==> config.mk <==
export PLATFORM = sky130hd
export DESIGN_NAME = read_engine_top
export DESIGN_NICKNAME = d
export VERILOG_FILES = /design/src/logic/read_engine_pkg.sv /design/src/logic/read_engine_if.sv /design/src/logic/read_engine_top.sv /design/src/logic/read_result_collect.sv /design/src/logic/mem_read_port.sv /design/src/logic/read_stream_control.sv /design/src/logic/read_config_decode.sv
export SDC_FILE = /design/constraint.sdc
export NUM_CORES = 1
export LEC_CHECK = 0
export BUFFER_PORTS_ARGS = -buffer_cell sky130_fd_sc_hd__buf_2
export CAP_MARGIN = 20
export CELL_PAD_IN_SITES_DETAIL_PLACEMENT = 1
export CELL_PAD_IN_SITES_GLOBAL_PLACEMENT = 2
export CORE_UTILIZATION = 32
export DETAILED_ROUTE_END_ITERATION = 10
export GPL_ROUTABILITY_DRIVEN = 0
export PLACE_DENSITY = 0.87
export RECOVER_POWER = 100
export SYNTH_ARGS = -nofsm -noshare
export SYNTH_HDL_FRONTEND = slang
export SYNTH_SLANG_ARGS = --single-unit
export TNS_END_PERCENT = 20
==> constraint.sdc <==
create_clock -name clock -period 3.93 [get_ports clock]
set_clock_uncertainty 0.1 [all_clocks]
set_input_delay 0.393 -clock clock [delete_from_list [all_inputs] [get_ports clock]]
set_output_delay 0.393 -clock clock [all_outputs]
set_load 0.005 [all_outputs]
==> src/logic/read_engine_pkg.sv <==
// Sizes, config field positions and FSM phases shared by the read engine
// Elements are 32-bit words, and a job is limited to 2^16-1 elements

package read_engine_pkg;

	//////////////////////////////////////////////////////////////////////
	// Bus and counter widths
	//////////////////////////////////////////////////////////////////////

	localparam int addr_w   = 32;
	localparam int data_w   = 32;
	localparam int count_w  = 16;
	localparam int window_w = 5;

	// Elements per command fit in 0..4
	localparam int size_w = 3;

	//////////////////////////////////////////////////////////////////////
	// Line and page geometry
	//////////////////////////////////////////////////////////////////////

	localparam int line_elems = 4;
	localparam int line_bytes = 16;
	localparam int page_elems = 16;
	localparam int page_bytes = 64;

	// Batch window, counted in commands
	localparam int base_window = 8;
	localparam int max_window  = 16;
	localparam int min_window  = 1;

	//////////////////////////////////////////////////////////////////////
	// Configuration word fields
	//////////////////////////////////////////////////////////////////////

	localparam int cfg_prefetch_bit   = 0;
	localparam int cfg_shift_lsb      = 1;
	localparam int cfg_shift_msb      = 4;
	localparam int cfg_shift_down_bit = 5;

	// Batch sequencing phases of the execute stage
	typedef enum logic [3:0] {
		idle,
		set,
		prefetch_start,
		prefetch_req,
		prefetch_pending,
		read_start,
		read_req,
		read_pending,
		batch_done
	} stream_phase_t;

endpackage
==> src/logic/read_engine_if.sv <==
`timescale 1ns/1ps
// Stage-to-stage handshakes, a transfer happens when valid and ready are both high
// The sender holds valid and every field steady until that cycle

// Line and touch commands, execute stage to memory port
interface read_cmd_if;
	import read_engine_pkg::*;

	logic              valid;
	logic              ready;
	logic [addr_w-1:0] address;
	logic [size_w-1:0] real_size;
	logic              is_touch;

	modport issuer (
		output valid, address, real_size, is_touch,
		input  ready
	);

	modport server (
		input  valid, address, real_size, is_touch,
		output ready
	);
endinterface

// One entry per bus transfer, memory port to result stage
interface read_resp_if;
	import read_engine_pkg::*;

	logic              valid;
	logic              ready;
	logic [data_w-1:0] data;
	logic              is_touch;
	logic              last_of_cmd;

	modport producer (
		output valid, data, is_touch, last_of_cmd,
		input  ready
	);

	modport consumer (
		input  valid, data, is_touch, last_of_cmd,
		output ready
	);
endinterface

==> src/logic/read_engine_top.sv <==
`timescale 1ns/1ps
// Read engine for one job at a time, job_valid is ignored while job_busy is high
// Memory side is a Wishbone classic read-only master

module read_engine_top (
	input  logic                                clock,
	input  logic                                rstn,
	input  logic                                job_valid,
	input  logic [read_engine_pkg::addr_w-1:0]  job_base,
	input  logic [read_engine_pkg::count_w-1:0] job_count,
	input  logic [31:0]                         job_config,
	output logic                                wb_cyc,
	output logic                                wb_stb,
	output logic                                wb_we,
	output logic [read_engine_pkg::addr_w-1:0]  wb_adr,
	input  logic [read_engine_pkg::data_w-1:0]  wb_dat_i,
	input  logic                                wb_ack,
	output logic                                out_valid,
	output logic [read_engine_pkg::data_w-1:0]  out_data,
	input  logic                                out_ready,
	output logic                                job_busy,
	output logic                                job_done,
	output logic [read_engine_pkg::count_w-1:0] elements_done
);
	import read_engine_pkg::*;

	logic                accept;
	logic                prefetch_en;
	logic [window_w-1:0] window;
	logic                resp_seen;
	logic                issue_done;

	read_cmd_if  cmd_bus ();
	read_resp_if resp_bus ();

	read_config_decode u_decode (
		.clock       (clock),
		.rstn        (rstn),
		.accept      (accept),
		.job_config  (job_config),
		.prefetch_en (prefetch_en),
		.window      (window)
	);

	read_stream_control u_control (
		.clock       (clock),
		.rstn        (rstn),
		.job_valid   (job_valid),
		.job_base    (job_base),
		.job_count   (job_count),
		.prefetch_en (prefetch_en),
		.window      (window),
		.resp_seen   (resp_seen),
		.cmd         (cmd_bus.issuer),
		.job_busy    (job_busy),
		.accept      (accept),
		.issue_done  (issue_done)
	);

	mem_read_port u_port (
		.clock     (clock),
		.rstn      (rstn),
		.cmd       (cmd_bus.server),
		.resp      (resp_bus.producer),
		.resp_seen (resp_seen),
		.wb_cyc    (wb_cyc),
		.wb_stb    (wb_stb),
		.wb_we     (wb_we),
		.wb_adr    (wb_adr),
		.wb_dat_i  (wb_dat_i),
		.wb_ack    (wb_ack)
	);

	read_result_collect u_result (
		.clock         (clock),
		.rstn          (rstn),
		.resp          (resp_bus.consumer),
		.issue_done    (issue_done),
		.accept        (accept),
		.out_valid     (out_valid),
		.out_data      (out_data),
		.out_ready     (out_ready),
		.elements_done (elements_done),
		.job_done      (job_done)
	);

endmodule

==> src/logic/read_result_collect.sv <==
`timescale 1ns/1ps
// One-entry output register, a new response is taken only when it is empty
// Touch responses are consumed and dropped

module read_result_collect (
	input  logic                                clock,
	input  logic                                rstn,
	read_resp_if.consumer                       resp,
	input  logic                                issue_done,
	input  logic                                accept,
	output logic                                out_valid,
	output logic [read_engine_pkg::data_w-1:0]  out_data,
	input  logic                                out_ready,
	output logic [read_engine_pkg::count_w-1:0] elements_done,
	output logic                                job_done
);
	import read_engine_pkg::*;

	logic take;
	logic send;

	assign resp.ready = !out_valid;
	assign take       = resp.valid && resp.ready;
	assign send       = out_valid && out_ready;

	always_ff @(posedge clock or negedge rstn) begin
		if (!rstn) begin
			out_valid     <= 1'b0;
			elements_done <= '0;
			job_done      <= 1'b0;
		end else begin
			if (take && !resp.is_touch) begin
				out_valid <= 1'b1;
			end else if (send) begin
				out_valid <= 1'b0;
			end

			if (accept) begin
				elements_done <= '0;
			end else if (send) begin
				elements_done <= elements_done + count_w'(1);
			end

			// Issue side leaves its done phase on the same condition
			job_done <= issue_done && !out_valid;
		end
	end

	always_ff @(posedge clock) begin
		if (take && !resp.is_touch) begin
			out_data <= resp.data;
		end
	end

	// A touch completes its command in one response
	assert property (@(posedge clock) disable iff (!rstn)
		take && resp.is_touch |-> resp.last_of_cmd);

endmodule

==> src/logic/mem_read_port.sv <==
`timescale 1ns/1ps
// Wishbone classic master, single transfers with no pipelining and no error handling
// Each result must be taken by the result stage before the next transfer starts

module mem_read_port (
	input  logic                               clock,
	input  logic                               rstn,
	read_cmd_if.server                         cmd,
	read_resp_if.producer                      resp,
	output logic                               resp_seen,
	output logic                               wb_cyc,
	output logic                               wb_stb,
	output logic                               wb_we,
	output logic [read_engine_pkg::addr_w-1:0] wb_adr,
	input  logic [read_engine_pkg::data_w-1:0] wb_dat_i,
	input  logic                               wb_ack
);
	import read_engine_pkg::*;

	logic              held;
	logic              cyc_q;
	logic              rv_q;
	logic              touch_q;
	logic [size_w-1:0] left_q;
	logic [addr_w-1:0] addr_q;
	logic [data_w-1:0] data_q;
	logic              take;
	logic              done;

	// New commands wait for the result stage as well
	assign cmd.ready = !held && resp.ready;
	assign take      = cmd.valid && cmd.ready;
	assign done      = resp.valid && resp.ready;

	assign wb_cyc = cyc_q;
	assign wb_stb = cyc_q;
	assign wb_we  = 1'b0;
	assign wb_adr = addr_q;

	assign resp.valid       = rv_q;
	assign resp.data        = data_q;
	assign resp.is_touch    = touch_q;
	assign resp.last_of_cmd = (left_q == size_w'(1));

	//////////////////////////////////////////////////////////////////////
	// Control: command held, bus cycle, response pending
	//////////////////////////////////////////////////////////////////////

	always_ff @(posedge clock or negedge rstn) begin
		if (!rstn) begin
			held      <= 1'b0;
			cyc_q     <= 1'b0;
			rv_q      <= 1'b0;
			resp_seen <= 1'b0;
		end else begin
			resp_seen <= done && resp.last_of_cmd;
			if (take) begin
				held  <= 1'b1;
				cyc_q <= 1'b1;
			end else if (cyc_q && wb_ack) begin
				cyc_q <= 1'b0;
				rv_q  <= 1'b1;
			end else if (done) begin
				rv_q <= 1'b0;
				if (resp.last_of_cmd) begin
					held <= 1'b0;
				end else begin
					// Bus was idle at least while the response waited
					cyc_q <= 1'b1;
				end
			end
		end
	end

	// Address, remaining transfers and read data
	always_ff @(posedge clock) begin
		if (take) begin
			addr_q  <= cmd.address;
			left_q  <= cmd.is_touch ? size_w'(1) : cmd.real_size;
			touch_q <= cmd.is_touch;
		end else if (cyc_q && wb_ack) begin
			data_q <= touch_q ? '0 : wb_dat_i;
		end else if (done && !resp.last_of_cmd) begin
			addr_q <= addr_q + addr_w'(data_w / 8);
			left_q <= left_q - size_w'(1);
		end
	end

	assert property (@(posedge clock) disable iff (!rstn)
		wb_cyc && wb_stb && !wb_ack |=> wb_stb);

endmodule

==> src/logic/read_stream_control.sv <==
`timescale 1ns/1ps
// Touches are assumed to run ahead of the reads, which holds for any window
// A job ends only after the result stage has emptied its output register

module read_stream_control (
	input  logic                                 clock,
	input  logic                                 rstn,
	input  logic                                 job_valid,
	input  logic [read_engine_pkg::addr_w-1:0]   job_base,
	input  logic [read_engine_pkg::count_w-1:0]  job_count,
	input  logic                                 prefetch_en,
	input  logic [read_engine_pkg::window_w-1:0] window,
	input  logic                                 resp_seen,
	read_cmd_if.issuer                           cmd,
	output logic                                 job_busy,
	output logic                                 accept,
	output logic                                 issue_done
);
	import read_engine_pkg::*;

	stream_phase_t       phase;
	logic [count_w-1:0]  read_left;
	logic [count_w-1:0]  touch_left;
	logic [addr_w-1:0]   read_addr;
	logic [addr_w-1:0]   touch_addr;
	logic [window_w-1:0] sent;
	logic [window_w-1:0] seen;
	logic [count_w-1:0]  read_step;
	logic [count_w-1:0]  touch_step;
	logic                fire;
	logic                batch_full;
	logic                clear_batch;

	assign accept      = job_valid && !job_busy;
	assign fire        = cmd.valid && cmd.ready;
	assign read_step   = (read_left > count_w'(line_elems)) ? count_w'(line_elems) : read_left;
	assign touch_step  = (touch_left > count_w'(page_elems)) ? count_w'(page_elems) : touch_left;
	assign batch_full  = (sent + window_w'(1)) == window;
	assign clear_batch = (phase == set) || (phase == prefetch_start) || (phase == read_start);
	assign issue_done  = (phase == batch_done) && (read_left == '0) && (touch_left == '0);

	//////////////////////////////////////////////////////////////////////
	// Command fields come straight from the counters
	//////////////////////////////////////////////////////////////////////

	assign cmd.valid = ((phase == prefetch_req) && (touch_left != '0)) ||
		((phase == read_req) && (read_left != '0));
	assign cmd.is_touch  = (phase == prefetch_req);
	assign cmd.address   = cmd.is_touch ? touch_addr : read_addr;
	assign cmd.real_size = cmd.is_touch ? size_w'(1) : read_step[size_w-1:0];

	//////////////////////////////////////////////////////////////////////
	// Batch FSM
	//////////////////////////////////////////////////////////////////////

	always_ff @(posedge clock or negedge rstn) begin
		if (!rstn) begin
			phase      <= idle;
			job_busy   <= 1'b0;
			read_left  <= '0;
			touch_left <= '0;
			read_addr  <= '0;
			touch_addr <= '0;
			sent       <= '0;
			seen       <= '0;
		end else begin
			// Busy drops one cycle after the FSM returns to idle
			job_busy <= accept || (job_busy && phase != idle);

			if (clear_batch) begin
				sent <= '0;
				seen <= '0;
			end else begin
				sent <= sent + window_w'(fire);
				seen <= seen + window_w'(resp_seen);
			end

			if (fire) begin
				if (cmd.is_touch) begin
					touch_left <= touch_left - touch_step;
					touch_addr <= touch_addr + addr_w'(page_bytes);
				end else begin
					read_left <= read_left - read_step;
					read_addr <= read_addr + addr_w'(line_bytes);
				end
			end

			case (phase)
				idle: begin
					if (accept) begin
						phase      <= set;
						read_left  <= job_count;
						touch_left <= job_count;
						read_addr  <= job_base;
						touch_addr <= job_base & ~addr_w'(page_bytes - 1);
					end
				end
				// First batch skips the start phase
				set: begin
					if (prefetch_en) begin
						phase <= prefetch_req;
					end else begin
						touch_left <= '0;
						phase      <= read_req;
					end
				end
				prefetch_start: phase <= prefetch_req;
				prefetch_req: begin
					if (touch_left == '0 ||
						(fire && (batch_full || touch_left == touch_step))) begin
						phase <= prefetch_pending;
					end
				end
				prefetch_pending: begin
					if (sent == seen) begin
						phase <= read_start;
					end
				end
				read_start: phase <= read_req;
				read_req: begin
					if (read_left == '0 || (fire && (batch_full || read_left == read_step))) begin
						phase <= read_pending;
					end
				end
				read_pending: begin
					if (sent == seen) begin
						phase <= batch_done;
					end
				end
				batch_done: begin
					// Port ready here also means the output register is empty
					if (issue_done) begin
						if (cmd.ready) begin
							phase <= idle;
						end
					end else if (prefetch_en && touch_left != '0) begin
						phase <= prefetch_start;
					end else begin
						phase <= read_start;
					end
				end
				default: phase <= idle;
			endcase
		end
	end

	assert property (@(posedge clock) disable iff (!rstn)
		fire |-> (cmd.is_touch ? touch_left != '0 : read_left != '0));

	// Completions come back from the memory port
	assert property (@(posedge clock) disable iff (!rstn)
		(sent - seen) <= window);

endmodule

==> src/logic/read_config_decode.sv <==
`timescale 1ns/1ps
// Only bits 5:0 of the configuration word are decoded
// Outputs hold their value until the next accepted job

module read_config_decode (
	input  logic                                 clock,
	input  logic                                 rstn,
	input  logic                                 accept,
	input  logic [31:0]                          job_config,
	output logic                                 prefetch_en,
	output logic [read_engine_pkg::window_w-1:0] window
);
	import read_engine_pkg::*;

	logic [cfg_shift_msb-cfg_shift_lsb:0] shift_amt;
	logic [31:0]                          shifted;
	logic [window_w-1:0]                  clamped;

	// Scale the default window, then clamp it
	always_comb begin
		shift_amt = job_config[cfg_shift_msb:cfg_shift_lsb];
		if (job_config[cfg_shift_down_bit]) begin
			shifted = 32'(base_window) >> shift_amt;
		end else begin
			shifted = 32'(base_window) << shift_amt;
		end
		if (shifted < 32'(min_window)) begin
			clamped = window_w'(min_window);
		end else if (shifted > 32'(max_window)) begin
			clamped = window_w'(max_window);
		end else begin
			clamped = shifted[window_w-1:0];
		end
	end

	always_ff @(posedge clock or negedge rstn) begin
		if (!rstn) begin
			prefetch_en <= 1'b0;
			window      <= window_w'(base_window);
		end else if (accept) begin
			prefetch_en <= job_config[cfg_prefetch_bit];
			window      <= clamped;
		end
	end

	// Execute stage sizes its batches with this
	assert property (@(posedge clock) disable iff (!rstn)
		window >= window_w'(min_window) && window <= window_w'(max_window));

endmodule

==> results of run 1 <==
[power groups by stage]
| stage | logic (mW) | registers, mW | clock network, mW |
|---|---|---|---|
| after global routing | 3.34 | 4.49 | 2.76 |
| after floorplan | 2.12 | 4.17 | 0 |
| after detailed placement | 3.02 | 4.39 | 0 |
| final | 2.95 | 4.37 | 2.60 |
| after CTS | 3.07 | 4.36 | 2.67 |
| after global placement | 2.91 | 4.33 | 0 |
[state kept, by name, summed over array words and instances (netlist names), 3 cells and up]
name / flops
u_control.read_addr: 32
u_port.resp.data: 32
u_port.wb_adr: 32
u_result.out_data: 32
u_control.touch_addr: 26
u_control.read_left: 16
u_control.touch_left: 16
u_result.elements_done: 16
u_control.seen: 5
u_control.sent: 5
u_decode.window: 5
u_control.phase: 4
u_port.left_q: 3
[per-stage QoR]
stage | worst slack [ns] | area, sq um | cells
2_1_floorplan | 0.08486 | 11470 | 1107
3_3_place_gp | 0.8575 | 12870 | 1702
3_5_place_dp | 0.7962 | 12870 | 1702
4_1_cts | 0.7808 | 13930 | 1765
5_1_grt | 0.2707 | 13790 | 1766
6_report | 0.5742 | 13790 | 1766
[worst min path at each step]
stage | from | to | slack (ns)
3_5_place_dp | u_port.resp.data[13] | u_result.out_data[13] | 0.31
2_1_floorplan | rstn | u_control.job_busy | -0.003
3_3_place_gp | u_port.resp.data[12] | u_result.out_data[12] | 0.30
4_1_cts | job_base[23] | u_control.read_addr[23] | 0.001
6_report | job_count[14] | u_control.touch_left[14] | 0.02
5_1_grt | job_base[22] | u_control.read_addr[22] | 0.02
[layout make-up]
class                   count  area (sq um)  area share
flip-flops and latches    233          6332      0.4590
multi-input cells         803          4848      0.3515
repair buffers            205          1035     0.07501
clock buffers              35         757.0     0.05488
well taps                 455         569.3     0.04127
clock inverters            16         181.4     0.01315
inverters                  19         71.32    0.005170
[critical path, cell delays in order, from the launching register on]
cell	delay [ns]
dfrtp_1	0.52
nand4bb_1	0.28
inv_1	0.10
clkbuf_1	0.77
nand2_1	0.31
nor2_2	0.15
buf_4	0.39
o21ai_1	0.21
o211ai_1	0.21
o311ai_0	0.16
[cells in the final DEF (no fill, tap or decap), types with 4 or more instances in the layout]
cell type	n
or3_1	9
o311ai_0	4
nor4_1	16
nand2b_1	9
clkinvlp_4	4
and4_1	6
or4_1	7
a21oi_1	72
inv_1	18
nor3_1	17
clkinv_2	4
clkbuf_1	60
o211ai_1	8
nor2b_1	37
xnor2_1	60
edfxtp_1	100
dlygate4sd3_1	12
buf_4	7
nand2_1	137
buf_2	126
clkbuf_16	28
nand4_1	18
nand3_1	51
o21ai_0	59
and3_1	29
dfrtp_1	132
a22oi_1	12
mux2i_1	8
nand3b_1	4
a31oi_1	10
xor2_1	65
nor2_1	90
ha_1	13
o22ai_1	5
[logic make-up after synthesis]
| family | count (synthesis) | synth area share |
|---|---|---|
| flops | 233 | 0.5521 |
| buf+inv | 71 | 0.02531 |
| compound gates | 201 | 0.1053 |
| mux | 8 | 0.006982 |
| fa+ha+maj | 13 | 0.01418 |
| other cells | 2 | 0.0006548 |
| simple gates | 453 | 0.2001 |
| xor+xnor | 125 | 0.09545 |
[per-layer routing]
layer	GRT usage	share of wire
met5	0	0.00025
met4	0.04548	0.020
met3	0.02680	0.050
met2	0.2830	0.46
met1	0.2454	0.47
[timing repair]
action,in CTS,in global routing
endpoints found under the hold margin,70,0
endpoints found under the setup margin,0,0
hold buffers,12,0
==> results.sh, run 1 <==
export IMPL_diodes=0
export IMPL_worstRegToRegCells=9
export IMPL_combPwrFrac=0.297
export IMPL_start_util=0.3288
export IMPL_crit_arrival_ns=3.64
export IMPL_critPathLaunchType="register"
export IMPL_rrSetupSlack_ns=0.57
export IMPL_clockBufferDepth=3
export IMPL_max_freq_mhz=298.0
export IMPL_r2r_start="u_control.phase[3]"
export IMPL_dieArea_sq_um=36600
export IMPL_async_flop_share=0.5708
export IMPL_die_w_microns=191.3
export IMPL_slew_headroom=-0.1652
export IMPL_fin_nets=1420
export IMPL_htreeDepth=1
export IMPL_cts_root_buf="clkbuf_16"
export IMPL_finalSetupViolations=0
export IMPL_powerDensity_nw_per_um2=719.7
export IMPL_clk_pin_slew_ns=0.06
export IMPL_drc=0
export IMPL_grt_pass1_vias=9367
export IMPL_clock_sinks=233
export IMPL_rsz0062_at_grt="no"
export IMPL_first_iter_violations=394
export IMPL_crit_path_end="u_control.touch_left[6]"
export IMPL_cp_max_fo=32
export IMPL_synth_top_area_frac=0.2880
export IMPL_rows=68
export IMPL_synth_cells=1106
export IMPL_worstSetupStartpoint="u_control.phase[3]"
export IMPL_cts_resized=0
export IMPL_cts_setup_buffers=0
export IMPL_drive_gt1_frac=0.1510
export IMPL_ant_nets=0
export IMPL_avgSynthCellArea_sq_um=10.37
export IMPL_worst_pin_slew_ns=1.748
export IMPL_violations="max-capacitance violations, max-slew violations"
export IMPL_utilization=0.3954
export IMPL_synth_most_common_cell="nand2_1"
export IMPL_power_switching_mw=3.645
export IMPL_port_buffer_count=175
export IMPL_ys_flop_type="dfrtp_1"
export IMPL_antenna_found_initial=1
export IMPL_synth_warnings=0
export IMPL_grt_ovfl_total=0
export IMPL_vias=9032
export IMPL_wl_per_cell_microns=18.21
export IMPL_syn_cell_area_sq_um=11470
export IMPL_crit_type="reg -> reg"
export IMPL_power_frac_clock=0.262
export IMPL_synth_area_top_cells="dfrtp_1, edfxtp_1, xor2_1"
export IMPL_final_hold_viol_count=0
export IMPL_core_area_sq_um=34880
export IMPL_drt_vias_per_instance=5.114
export IMPL_fin_crit_sh=0.8539
export IMPL_power_total_mw=9.927
export IMPL_syn_to_final_growth_pct=20.27
export IMPL_yosys_area_top_type="dfrtp_1"
export IMPL_synth_cell_types=70
export IMPL_tritoncts="built"
export IMPL_cap_violations=2
export IMPL_report_final_slew_viol_count=94
export IMPL_ios=203
export IMPL_yosys_top_cells_count="nand2_1, dfrtp_1, edfxtp_1, nor2_1, a21oi_1"
export IMPL_die_y_microns=191.3
export IMPL_dr_pass1_iters=5
export IMPL_pwr_share_seq=0.440
export IMPL_holdPathStages=3
export IMPL_internal_power_mw=6.282
export IMPL_irDropWorstVdd_mv=0.3733
export IMPL_min_period_ns=3.356
export IMPL_r2r_end="u_control.touch_left[6]"
export IMPL_ys_ff_latch=233
export IMPL_required_ns=4.22
export IMPL_fin_setup_tns_ns=0
export IMPL_clock_latency_ns=0.55
export IMPL_timing_hold_ws_ns=0.01826
export IMPL_grt_pass1_wl_mm=51.03
export IMPL_status="complete, but fails checks"
export IMPL_synth_edf_count=100
export IMPL_fill_cells=4018
export IMPL_ys_seq_area_frac=0.5521
export IMPL_drt_total_wl_mm=32.16
export IMPL_grt_max_degree=75
export IMPL_worstSetupEndpointType="register"
export IMPL_p_sw_frac=0.3672
export IMPL_numCtsBuffers=28
export IMPL_place_hpwl_mm=22.96
export IMPL_p_leak_nw=5.322
export IMPL_grt_usage=0.1757
export IMPL_worst_hold_path_type="in -> reg"
(Power assumes the default switching activity.)
==> run 2: changes to the inputs <==
==> constraint.sdc (replaced) <==
create_clock -name clock -period 3.93 [get_ports clock]
set_clock_uncertainty 0.1 [all_clocks]
set_input_delay 0.786 -clock clock [delete_from_list [all_inputs] [get_ports clock]]
set_output_delay 0.786 -clock clock [all_outputs]
set_load 0.005 [all_outputs]
==> results.sh, run 2 (synthesized netlist as in run 1, its figures left out) <==
export IMPL_clockBufferDepth=3
export IMPL_status="complete, but fails checks"
export IMPL_cp_max_fo=20
export IMPL_slew_headroom=-0.1915
export IMPL_rsz0062_at_grt="no"
export IMPL_worst_pin_slew_ns=1.787
export IMPL_cts_resized=0
export IMPL_min_period_ns=3.390
export IMPL_worst_hold_path_type="reg -> reg"
export IMPL_vias=9006
export IMPL_grt_max_degree=77
export IMPL_final_hold_viol_count=0
export IMPL_required_ns=4.21
export IMPL_drc=0
export IMPL_place_hpwl_mm=22.92
export IMPL_fin_crit_sh=0.8625
export IMPL_die_y_microns=191.3
export IMPL_ios=203
export IMPL_dieArea_sq_um=36600
export IMPL_cap_violations=2
export IMPL_diodes=0
export IMPL_clock_latency_ns=0.57
export IMPL_dr_pass1_iters=4
export IMPL_port_buffer_count=175
export IMPL_finalSetupViolations=0
export IMPL_critPathLaunchType="register"
export IMPL_power_switching_mw=3.674
export IMPL_power_total_mw=10.04
export IMPL_drive_gt1_frac=0.1413
export IMPL_final_common_cell="nand2_1"
export IMPL_wl_per_cell_microns=18.31
export IMPL_drt_total_wl_mm=32.17
export IMPL_fin_setup_tns_ns=0
export IMPL_clk_pin_slew_ns=0.06
export IMPL_combPwrFrac=0.293
export IMPL_p_sw_frac=0.3660
export IMPL_cts_hold_buf=1
export IMPL_fin_area_sq_um=13720
export IMPL_critPathMaxStageDelay_ns=0.69
export IMPL_cp_cell_sequence="nand4bb_1 > inv_1 > nor3_1 > o211a_1 > clkbuf_1 > a22oi_1 > o21ai_0"
export IMPL_dp_cells=1703
export IMPL_htreeDepth=1
export IMPL_antenna_found_initial=1
export IMPL_crit_type="reg -> reg"
export IMPL_tritoncts="built"
export IMPL_pwr_share_seq=0.436
export IMPL_postPlaceCellArea_sq_um=12890
export IMPL_report_final_slew_viol_count=67
export IMPL_internal_power_mw=6.364
export IMPL_violations="max-capacitance violations, max-slew violations"
export IMPL_max_freq_mhz=295.0
export IMPL_ant_nets=0
export IMPL_cpMaxStageDelayCell="o211a_1"
export IMPL_drt_vias_per_instance=5.126
export IMPL_grt_pass1_vias=9408
export IMPL_p_leak_nw=5.265
export IMPL_holdPathStages=0
export IMPL_fin_nets=1410
export IMPL_cts_root_buf="clkbuf_16"
export IMPL_irDropWorstVdd_mv=0.3747
export IMPL_fill_cells=3968
export IMPL_numCtsBuffers=28
export IMPL_die_w_microns=191.3
export IMPL_core_area_sq_um=34880
export IMPL_cts_setup_buffers=0
export IMPL_grt_usage=0.1780
export IMPL_power_frac_clock=0.271
export IMPL_first_iter_violations=346
export IMPL_crit_arrival_ns=3.67
export IMPL_grt_ovfl_total=0
export IMPL_worstSetupEndpointType="register"
export IMPL_clock_sinks=233
export IMPL_powerDensity_nw_per_um2=731.6
export IMPL_utilization=0.3933
export IMPL_worstRegToRegCells=7
export IMPL_rows=68
export IMPL_grt_pass1_wl_mm=51.85
export IMPL_syn_to_final_growth_pct=19.63
export IMPL_start_util=0.3288
export IMPL_instances_no_fill=1757
export IMPL_final_cell_mix="nand2_1, dfrtp_1, buf_2"
run 2: changes by cell type in the layout (fill, tap and decap cells not counted), moves of 2 or more:
cell,delta
buf_2,-10
bufinv_16,+2
clkbuf_1,+11
clkbuf_8,-3
clkinv_1,+3
clkinvlp_4,-3
dlygate4sd3_1,-11
inv_6,+2
o21ai_0,+3
o21ai_1,-2
run 2: per-layer routing:
layer,vias to the layer above,track usage,part of all wire,wire length (microns)
li1,4280,-,-,-
met1,4482,0.2546,0.48,15540
met2,199,0.2804,0.45,14560
met3,43,0.02680,0.046,1474
met4,2,0.04487,0.018,575
met5,-,0,0.00040,13
run 2: metrics by stage:
stage               worst slack [ns]  hold slack (ns)
floorplan                    0.03040           0.3003
global placement              0.8793           0.3000
detailed placement            0.8142           0.3061
CTS                           0.7809           0.2791
global route                  0.3208           0.2916
finish                        0.5402           0.2929
run 2: worst paths after layout:
check / startpoint / slack, ns / endpoint
hold reg to reg: u_port.resp.data[0] / 0.29 / u_result.out_data[0]
min in group asynchronous: rstn / 0.98 / u_result.elements_done[13]
hold / removal: u_port.resp.data[0] / 0.29 / u_result.out_data[0]
setup / recovery: u_control.phase[3] / 0.54 / u_port.wb_adr[11]
max in group asynchronous: rstn / 0.83 / u_control.read_addr[18]
setup reg to reg: u_control.phase[3] / 0.54 / u_port.wb_adr[11]
run 2: power groups by stage:
stage	Clock [mW]	Combinational [mW]	Sequential, mW
after floorplan	0	2.12	4.17
after global placement	0	2.92	4.33
after detailed placement	0	3.02	4.39
after CTS	2.78	3.05	4.36
after global routing	2.87	3.34	4.50
final	2.72	2.94	4.38
run 2: worst max-delay path: cells and delay by family (launching register included):
| family | cells | cell delay (ns) |
|---|---|---|
| AOI/OAI and AO/OA | 3 | 1.11 |
| buffers and inverters | 2 | 0.82 |
| and+or+nand+nor | 2 | 0.56 |
| DFF | 1 | 0.60 |
run 2: cell type report:
cell class                 count  area, sq um  area share
inverter                      19        71.32    0.005198
timing repair buffer         195        935.9     0.06821
clock inverter                19        252.7     0.01842
clock buffer                  33        719.4     0.05243
sequential                   233         6332      0.4615
multi-input combinational    803         4840      0.3527
tap                          455        569.3     0.04149
